## src/include/codec_cfg.svh

```systemverilog
`ifndef CODEC_CFG_SVH
`define CODEC_CFG_SVH

// Clock cycles per quarter of an SCL bit, at least 1
// One bit period is four quarters
`define CFG_I2C_QTR 4

// 7-bit I2C address of the codec
// Goes out in front of the write bit
`define CFG_DEV_ADDR 7'h1A

// Entries in the init table
// Index width is derived with $clog2 where needed
`define CFG_NUM_REGS 7

`endif
```

## src/logic/codec_pkg.sv

```systemverilog
package codec_pkg;

    // Payload of one codec register write
    typedef struct packed {
        logic [6:0] reg_addr;
        logic [8:0] reg_data;   // Bit 8 rides in the address byte
    } reg_write_t;

    // Sequencer status levels
    typedef struct packed {
        logic finished;
        logic error;
    } init_status_t;

    typedef enum logic [1:0] {
        SEQ_IDLE,
        SEQ_LAUNCH,     // Waiting to pulse go
        SEQ_WAIT,       // Frame on the bus
        SEQ_DONE
    } seq_state_e;

    // Bit-level engine states
    typedef enum logic [2:0] {
        BIT_IDLE,
        BIT_START,
        BIT_DATA,
        BIT_ACK,
        BIT_STOP,
        BIT_DONE
    } bit_state_e;

endpackage

```

## src/logic/codec_init_top.sv

```systemverilog
`timescale 1ns/100ps
`include "codec_cfg.svh"

module codec_init_top (
    input  logic                        i_clk,
    input  logic                        i_rst_n,
    input  logic                        i_start,
    output codec_pkg::init_status_t     o_status,
    output logic                        o_scl,
    output logic                        o_sda_out,
    output logic                        o_sda_oe,
    input  logic                        i_sda
);

    localparam int IDX_W = $clog2(`CFG_NUM_REGS);

    logic [IDX_W-1:0]       index;
    codec_pkg::reg_write_t  write;
    logic                   go;
    logic                   done;
    logic                   nack;
    logic                   busy;

    codec_init_seq #(
        .IDX_W(IDX_W)
    ) u_seq (
        .i_clk(i_clk),
        .i_rst_n(i_rst_n),
        .i_start(i_start),
        .o_index(index),
        .o_go(go),
        .i_done(done),
        .i_nack(nack),
        .i_busy(busy),
        .o_status(o_status)
    );

    codec_reg_rom #(
        .IDX_W(IDX_W)
    ) u_rom (
        .i_index(index),
        .o_write(write)
    );

    i2c_write_engine u_engine (
        .i_clk(i_clk),
        .i_rst_n(i_rst_n),
        .i_go(go),
        .i_write(write),
        .o_done(done),
        .o_nack(nack),
        .o_busy(busy),
        .o_scl(o_scl),
        .o_sda_out(o_sda_out),
        .o_sda_oe(o_sda_oe),
        .i_sda(i_sda)
    );

endmodule

```

## src/logic/codec_init_seq.sv

```systemverilog
`timescale 1ns/100ps
`include "codec_cfg.svh"

module codec_init_seq #(
    parameter int IDX_W = $clog2(`CFG_NUM_REGS)
) (
    input  logic                        i_clk,
    input  logic                        i_rst_n,
    input  logic                        i_start,
    output logic [IDX_W-1:0]            o_index,
    output logic                        o_go,
    input  logic                        i_done,
    input  logic                        i_nack,
    input  logic                        i_busy,
    output codec_pkg::init_status_t     o_status
);

    codec_pkg::seq_state_e      state_r;
    logic [IDX_W-1:0]           idx_r;
    codec_pkg::init_status_t    status_r;
    logic                       last;

    assign last     = (idx_r == IDX_W'(`CFG_NUM_REGS - 1));
    assign o_index  = idx_r;
    assign o_status = status_r;

    // Go goes out in the launch cycle, with the table entry alongside
    assign o_go = (state_r == codec_pkg::SEQ_LAUNCH) && !i_busy;

    always_ff @(posedge i_clk) begin
        if (!i_rst_n) begin
            state_r  <= codec_pkg::SEQ_IDLE;
            idx_r    <= '0;
            status_r <= '0;
        end else begin
            case (state_r)
                codec_pkg::SEQ_IDLE, codec_pkg::SEQ_DONE: begin
                    if (i_start) begin
                        status_r <= '0;     // Restart clears both flags
                        idx_r    <= '0;
                        state_r  <= codec_pkg::SEQ_LAUNCH;
                    end
                end
                codec_pkg::SEQ_LAUNCH: begin
                    if (!i_busy) begin
                        state_r <= codec_pkg::SEQ_WAIT;
                    end
                end
                codec_pkg::SEQ_WAIT: begin
                    if (i_done) begin
                        if (i_nack) begin
                            // Abort the rest of the table
                            status_r.error    <= 1'b1;
                            status_r.finished <= 1'b1;
                            state_r           <= codec_pkg::SEQ_DONE;
                        end else if (last) begin
                            status_r.finished <= 1'b1;
                            state_r           <= codec_pkg::SEQ_DONE;
                        end else begin
                            idx_r   <= idx_r + IDX_W'(1);
                            state_r <= codec_pkg::SEQ_LAUNCH;
                        end
                    end
                end
                default: begin
                    state_r <= codec_pkg::SEQ_IDLE;
                end
            endcase
        end
    end

endmodule

```

## src/logic/i2c_write_engine.sv

```systemverilog
`timescale 1ns/100ps
`include "codec_cfg.svh"

module i2c_write_engine (
    input  logic                    i_clk,
    input  logic                    i_rst_n,
    input  logic                    i_go,
    input  codec_pkg::reg_write_t   i_write,
    output logic                    o_done,
    output logic                    o_nack,
    output logic                    o_busy,
    output logic                    o_scl,
    output logic                    o_sda_out,
    output logic                    o_sda_oe,
    input  logic                    i_sda
);

    localparam int QW = (`CFG_I2C_QTR > 1) ? $clog2(`CFG_I2C_QTR) : 1;

    codec_pkg::bit_state_e state_r, state_n;
    logic [QW-1:0]  qcnt_r, qcnt_n;         // Cycles within a quarter
    logic [1:0]     quarter_r, quarter_n;   // Quarter within a bit
    logic [2:0]     bit_r, bit_n;           // Data bit within a byte
    logic [1:0]     byte_r, byte_n;
    logic [23:0]    shift_r, shift_n;
    logic           nack_r, nack_n;
    logic           done_r, done_n;
    logic           scl_r, scl_n;
    logic           sda_r, sda_n;
    logic           oe_r, oe_n;
    logic           tick;

    assign tick      = (qcnt_r == QW'(`CFG_I2C_QTR - 1));
    assign o_done    = done_r;
    assign o_nack    = nack_r;
    assign o_busy    = (state_r != codec_pkg::BIT_IDLE);
    assign o_scl     = scl_r;
    assign o_sda_out = sda_r;
    assign o_sda_oe  = oe_r;

    // Sequencing of quarters, bits and bytes
    always_comb begin
        state_n   = state_r;
        qcnt_n    = qcnt_r;
        quarter_n = quarter_r;
        bit_n     = bit_r;
        byte_n    = byte_r;
        shift_n   = shift_r;
        nack_n    = nack_r;
        done_n    = 1'b0;
        case (state_r)
            codec_pkg::BIT_IDLE: begin
                if (i_go) begin
                    state_n   = codec_pkg::BIT_START;
                    qcnt_n    = '0;
                    quarter_n = 2'd0;
                    bit_n     = 3'd0;
                    byte_n    = 2'd0;
                    shift_n   = {`CFG_DEV_ADDR, 1'b0, i_write.reg_addr, i_write.reg_data};
                    nack_n    = 1'b0;
                end
            end
            codec_pkg::BIT_DONE: begin
                done_n  = 1'b1;
                state_n = codec_pkg::BIT_IDLE;
            end
            default: begin
                if (!tick) begin
                    qcnt_n = qcnt_r + QW'(1);
                end else begin
                    qcnt_n    = '0;
                    quarter_n = quarter_r + 2'd1;
                    // Ack sampled entering the second high quarter
                    if (state_r == codec_pkg::BIT_ACK && quarter_r == 2'd2) begin
                        nack_n = nack_r | i_sda;
                    end
                    if (quarter_r == 2'd3) begin
                        case (state_r)
                            codec_pkg::BIT_START: begin
                                state_n = codec_pkg::BIT_DATA;
                                bit_n   = 3'd0;
                            end
                            codec_pkg::BIT_DATA: begin
                                shift_n = {shift_r[22:0], 1'b0};
                                bit_n   = bit_r + 3'd1;
                                if (bit_r == 3'd7) begin
                                    state_n = codec_pkg::BIT_ACK;
                                end
                            end
                            codec_pkg::BIT_ACK: begin
                                if (byte_r == 2'd2) begin
                                    state_n = codec_pkg::BIT_STOP;
                                end else begin
                                    state_n = codec_pkg::BIT_DATA;
                                    byte_n  = byte_r + 2'd1;
                                    bit_n   = 3'd0;
                                end
                            end
                            default: begin
                                state_n = codec_pkg::BIT_DONE;     // End of stop bit
                            end
                        endcase
                    end
                end
            end
        endcase
    end

    // Pin levels for the coming cycle, SCL low in quarters 0 and 1
    always_comb begin
        scl_n = 1'b1;
        sda_n = 1'b1;
        oe_n  = 1'b1;
        case (state_n)
            codec_pkg::BIT_START: begin
                scl_n = (quarter_n != 2'd3);
                sda_n = (quarter_n < 2'd2);     // Falls with SCL high
            end
            codec_pkg::BIT_DATA: begin
                scl_n = quarter_n[1];
                sda_n = shift_n[23];
            end
            codec_pkg::BIT_ACK: begin
                scl_n = quarter_n[1];
                oe_n  = 1'b0;                   // Codec owns SDA
            end
            codec_pkg::BIT_STOP: begin
                scl_n = quarter_n[1];
                sda_n = (quarter_n == 2'd3);    // Rises with SCL high
            end
            default: begin
                scl_n = 1'b1;
            end
        endcase
    end

    always_ff @(posedge i_clk) begin
        if (!i_rst_n) begin
            state_r   <= codec_pkg::BIT_IDLE;
            qcnt_r    <= '0;
            quarter_r <= 2'd0;
            bit_r     <= 3'd0;
            byte_r    <= 2'd0;
            nack_r    <= 1'b0;
            done_r    <= 1'b0;
            scl_r     <= 1'b1;
            sda_r     <= 1'b1;
            oe_r      <= 1'b1;
        end else begin
            state_r   <= state_n;
            qcnt_r    <= qcnt_n;
            quarter_r <= quarter_n;
            bit_r     <= bit_n;
            byte_r    <= byte_n;
            nack_r    <= nack_n;
            done_r    <= done_n;
            scl_r     <= scl_n;
            sda_r     <= sda_n;
            oe_r      <= oe_n;
        end
    end

    always_ff @(posedge i_clk) begin
        shift_r <= shift_n;
    end

endmodule

```

## src/logic/codec_reg_rom.sv

```systemverilog
`timescale 1ns/100ps
`include "codec_cfg.svh"

module codec_reg_rom #(
    parameter int IDX_W = $clog2(`CFG_NUM_REGS)
) (
    input  logic [IDX_W-1:0]        i_index,
    output codec_pkg::reg_write_t   o_write
);

    // Fixed codec bring-up sequence
    always_comb begin
        case (i_index)
            IDX_W'(0): begin
                o_write = '{reg_addr: 7'h0F, reg_data: 9'h000};     // Reset
            end
            IDX_W'(1): begin
                o_write = '{reg_addr: 7'h04, reg_data: 9'h015};     // Analogue path
            end
            IDX_W'(2): begin
                o_write = '{reg_addr: 7'h05, reg_data: 9'h000};     // Digital path
            end
            IDX_W'(3): begin
                o_write = '{reg_addr: 7'h06, reg_data: 9'h000};     // Power down
            end
            IDX_W'(4): begin
                o_write = '{reg_addr: 7'h07, reg_data: 9'h042};     // Interface format
            end
            IDX_W'(5): begin
                o_write = '{reg_addr: 7'h08, reg_data: 9'h019};     // Sampling control
            end
            default: begin
                // Active control, also for anything past the end
                o_write = '{reg_addr: 7'h09, reg_data: 9'h001};
            end
        endcase
    end

endmodule

```

## config.mk

```make
export PLATFORM = sky130hd
export DESIGN_NAME = codec_init_top
export DESIGN_NICKNAME = d
export VERILOG_FILES = /design/src/logic/codec_pkg.sv /design/src/logic/codec_init_top.sv /design/src/logic/codec_init_seq.sv /design/src/logic/i2c_write_engine.sv /design/src/logic/codec_reg_rom.sv
export VERILOG_INCLUDE_DIRS = /design/src /design/src/include
export SDC_FILE = /design/constraint.sdc
export NUM_CORES = 1
export LEC_CHECK = 0
export BUFFER_PORTS_ARGS = -buffer_cell sky130_fd_sc_hd__buf_2
export CAP_MARGIN = 20
export CORE_ASPECT_RATIO = 1.2
export CORE_MARGIN = 3
export CORE_UTILIZATION = 39
export DETAILED_ROUTE_END_ITERATION = 7
export GPL_TIMING_DRIVEN = 1
export HOLD_SLACK_MARGIN = 0.15
export PLACE_DENSITY_LB_ADDON = 0.3
export SYNTH_ARGS = -nofsm -noshare
export SYNTH_HDL_FRONTEND = slang
export SYNTH_SLANG_ARGS = --single-unit
```

## constraint.sdc

```tcl
create_clock -name i_clk -period 5.58 [get_ports i_clk]
set_clock_uncertainty 0.2 [all_clocks]
set_input_delay 0.837 -clock i_clk [delete_from_list [all_inputs] [get_ports i_clk]]
set_output_delay 0.837 -clock i_clk [all_outputs]
set_load 0.1 [all_outputs]
```

==> qor.log <==
[final_layout] filler cell count in the final layout 632
[grt] largest net degree at the start of global routing 25
[worst_hold_path] class of the most critical hold timing path reg2reg
[critical_path] delay-heaviest family, CP simple AND/OR/NAND/NOR gates
[synth] per-instance average area after synthesis 9.769 um2
[final_layout] multi-input gate area in the final layout 0.001184 mm2
[timing] min setup slack post-route 2.853 ns
[synth] top area cells in the synthesized netlist edfxtp_1 (28%), dfxtp_1 (20%), ha_1 (7.0%), a21oi_1 (3.6%), and3_1 (3.5%)
[synth] share of flip-flops with an asynchronous set or reset after synthesis 0%
[grt] met2 demand-to-capacity share in global routing 21.70%
[clock_tree] CTS clk-pin slew, worst paths 0.09 ns
[synth] top_reg_cell synth dfxtp_1
[synth] distinct cell type count of the synthesized netlist 52
[floorplanning] Die Width 78.96 um
[critical_path] Crit Path Category reg2reg
[grt] first-pass GRT wire length 8.500 mm
[detailed_routing] DR vias/cell 5.386
[power] switching share of total power 27.05%
[detailed_routing] residual antenna-violating net count after detailed routing 0
[clock_tree] number of post-CTS setup repair buffers 0
[clock_tree] Hold-fix buffers, CTS 0
[timing] final setup violation count 0
[floorplanning] die extent in y 93.55 um
[timing] headroom to the max-slew limit 29.43%
[power] clock network power share 27.6%
[power] relative contribution of sequential cells to total power 58.4%
[final_layout] signed area change from the synthesized netlist to the final layout 6.228%
[power] fraction of power consumed by combinational cells 14.0%
[grt] All-Layer GR Usage 14.53%
[final_layout] register area 0.001191 mm2
[timing] RSZ-0062 raised after global routing no
[power] total power divided by cell area 266.3 mW/mm2
[detailed_routing] DR DRC count 0
[clock_tree] number of resized instances in the post-cts repair step 0
[detailed_routing] Routed WL 4.870 mm
[placement] final weighted congestion in routability-driven placement 0.8138
[timing] hold_ws 0.2741 ns
[placement] HPWL after DPL 3.399 mm
[critical_path] required time reported for the critical path endpoint 5.61 ns
[critical_path] crit path capture type flip-flop
[timing] total count of hold-check failures in the final report 0
[floorplanning] initial core utilization 40.65%
[detailed_routing] total vias in the final route 1,826
[timing] Final Max Slew Viols 0
[timing] transition time at the pin with the least slew margin 1.056 ns
[synth] Synth top cells by count dfxtp_1 (25), edfxtp_1 (23), nand2_1 (23), nor2_1 (22), a21oi_1 (18)
[detailed_routing] First-pass DRT Iterations 4
[critical_path] count of buffer and inverter cells on the critical path 1
[final_layout] final design utilization 43.18%
[critical_path] path depth of the worst reg2reg path 7
[critical_path] slowest cell delay on critical path 0.92 ns
[run] Maximum Capacitance Violations 0
[synth] number of enable flip-flop cells after synthesis 23
[synth] portion of the post-synthesis area used by sequential elements 47.82%
[grt] layer carrying the most global-route usage met2
[synth] Synth Instances 255
[synth] cell with the most instances after synthesis dfxtp_1
[placement] number of I/O port buffers 8
[detailed_routing] First DRT Iteration DRCs 181
[power] Max rail drop VDD 0.1489 mV
[floorplanning] area of the core 0.006128 mm2
[grt] met3 track demand over resource 3.179%
[critical_path] cell at the slowest stage of the critical path nor4b_2
[final_layout] Diodes inserted 0
[clock_tree] cell chosen for the clock root clkbuf_8
[run_status] run status complete, no violations
[critical_path] WP data arrival 2.76 ns
[timing] min Tclk post-route 2.727 ns
[synth] leading area contributor after synthesis edfxtp_1
[detailed_routing] detail-routed net length per standard cell 14.37 um
[synth] FF+latch count, synth 48
[timing] Tcrit/Tclk final 48.87%
[clock_tree] clock tree from TritonCTS done
[floorplanning] Die Outline Area 0.007387 mm2
[grt] antenna violations before repair 0
[clock_tree] maximum level of the CTS H-tree 2
[critical_path] largest fanout of any net on the critical path 11
[floorplanning] number of placement rows 31
[synth] Mapped Nets 273
[timing] final sum of negative setup slack 0 ns
[critical_path] critical path startpoint category flip-flop
[clock_tree] CTS sink count 48
[placement] dpl ws 2.884 ns
[worst_hold_path] worst hold stages 2
[clock_tree] largest buffer count on any clock path 2
[synth] share of the synthesized area in the top cell type 27.72%
[final_layout] post-layout net count 275
[power] static leakage 1.035 nW
[clock_tree] total clock buffers created by CTS 5
[synth] synthesized cell area 0.002491 mm2
[clock_tree] clk_lat worst skew 0.29 ns
[critical_path] number of cells on the critical path 7
[final_layout] share of post-route cells with drive strength above 1 8.560%
[synth] total number of yosys warnings 0
[grt] met1 GRT Util 20.74%
[grt] total global routing overflow 0
[critical_path] crit path cell chain inv_1 > ha_1 > nor4b_2 > a31oi_1 > a32o_1 > nor3b_1 > o211ai_2
[power] Net Sw Power 0.1906 mW
[power] cell-internal power 0.5140 mW
[grt] via count of the first global-routing pass 1,737
[timing] fmax 366.7 MHz
[floorplanning] number of primary I/O pins 9
## state kept, by name (all words and copies together) (netlist names)
register,flops
u_engine.bit_r,3
u_engine.state_r,3
u_engine.o_scl,1
u_seq.o_status,2
u_seq.state_r,2
u_engine.byte_r,2
u_engine.quarter_r,2
u_engine.o_done,1
u_seq.o_index,3
u_engine.qcnt_r,2
u_engine.o_sda_oe,1
u_engine.o_nack,1
u_engine.o_sda_out,1
u_engine.shift_r,24
## cell type report
type,instances,share of cell area (%)
Clock buffer,5,2.600
Clock inverter,2,0.2837
Inverter,12,1.702
Multi-Input combinational cell,181,44.73
Sequential cell,48,45.01
Tap cell,82,3.877
Timing Repair Buffer,9,1.797
## cell families after synthesis
logic type	after synthesis	synth area share [%]
flip-flops	48	47.82
adder cells (fa/ha/maj)	14	7.032
buffers and inverters	26	5.072
AND/OR/NAND/NOR	102	21.60
AO/OA/AOI/OAI	60	16.48
multiplexers	5	2.009
## per-layer routing
layer  vias up  wire length [um]
met1       863              2443
met2        25              2188
met4         0                80
met3         7               157
li1        931                 -
met5         -                 0
## worst reg2reg max path: cells and delay by family, from the launching register on
family,cells,cell delay (ns)
buf+inv,1,0.07
fa+ha+maj,1,0.37
flops,1,0.32
simple gates,2,1.08
compound gates,3,0.60
## stage by stage
stage	area (um2)	total power [mW]	instances
after detailed placement	2570	0.5184	332
after CTS	2646	0.7159	339
after global routing	2646	0.7442	339
after global placement	2570	0.5173	332
after floorplan	2491	0.4957	255
final	2646	0.7046	339
## layout by cell type (no fill, tap or decap), types with 3 or more instances in the layout
cell and count:
dfxtp_1 25, nand2_1 23, edfxtp_1 23, nor2_1 22, a21oi_1 17, o21ai_0 15
and3_1 14, ha_1 14, inv_1 12, nand3_1 9, buf_2 8, mux2i_1 5
or3_1 5, nor3_1 5, clkbuf_8 5, and2_1 4, a32o_1 3, nand2b_1 3
nor2b_1 3
## path summary, 6_finish.rpt
kind	start	endpoint	slack, ns
worst min register to register	u_seq.o_status[1]	u_seq.o_status[1]	0.27
worst max register to register	u_seq.state_r[1]	u_engine.o_sda_out	2.85
worst max-delay path	u_seq.state_r[1]	u_engine.o_sda_out	2.85
worst min-delay path	u_seq.o_status[1]	u_seq.o_status[1]	0.27
## power groups by stage
stage / clock (mW) / combinational [mW] / sequential (mW)
after CTS: 0.204 / 0.0994 / 0.412
after global routing: 0.217 / 0.112 / 0.415
after global placement: 0 / 0.0982 / 0.419
after floorplan: 0 / 0.0827 / 0.413
final: 0.194 / 0.0984 / 0.412
after detailed placement: 0 / 0.0986 / 0.420
Note: power is estimated with default switching activity, not from simulation.
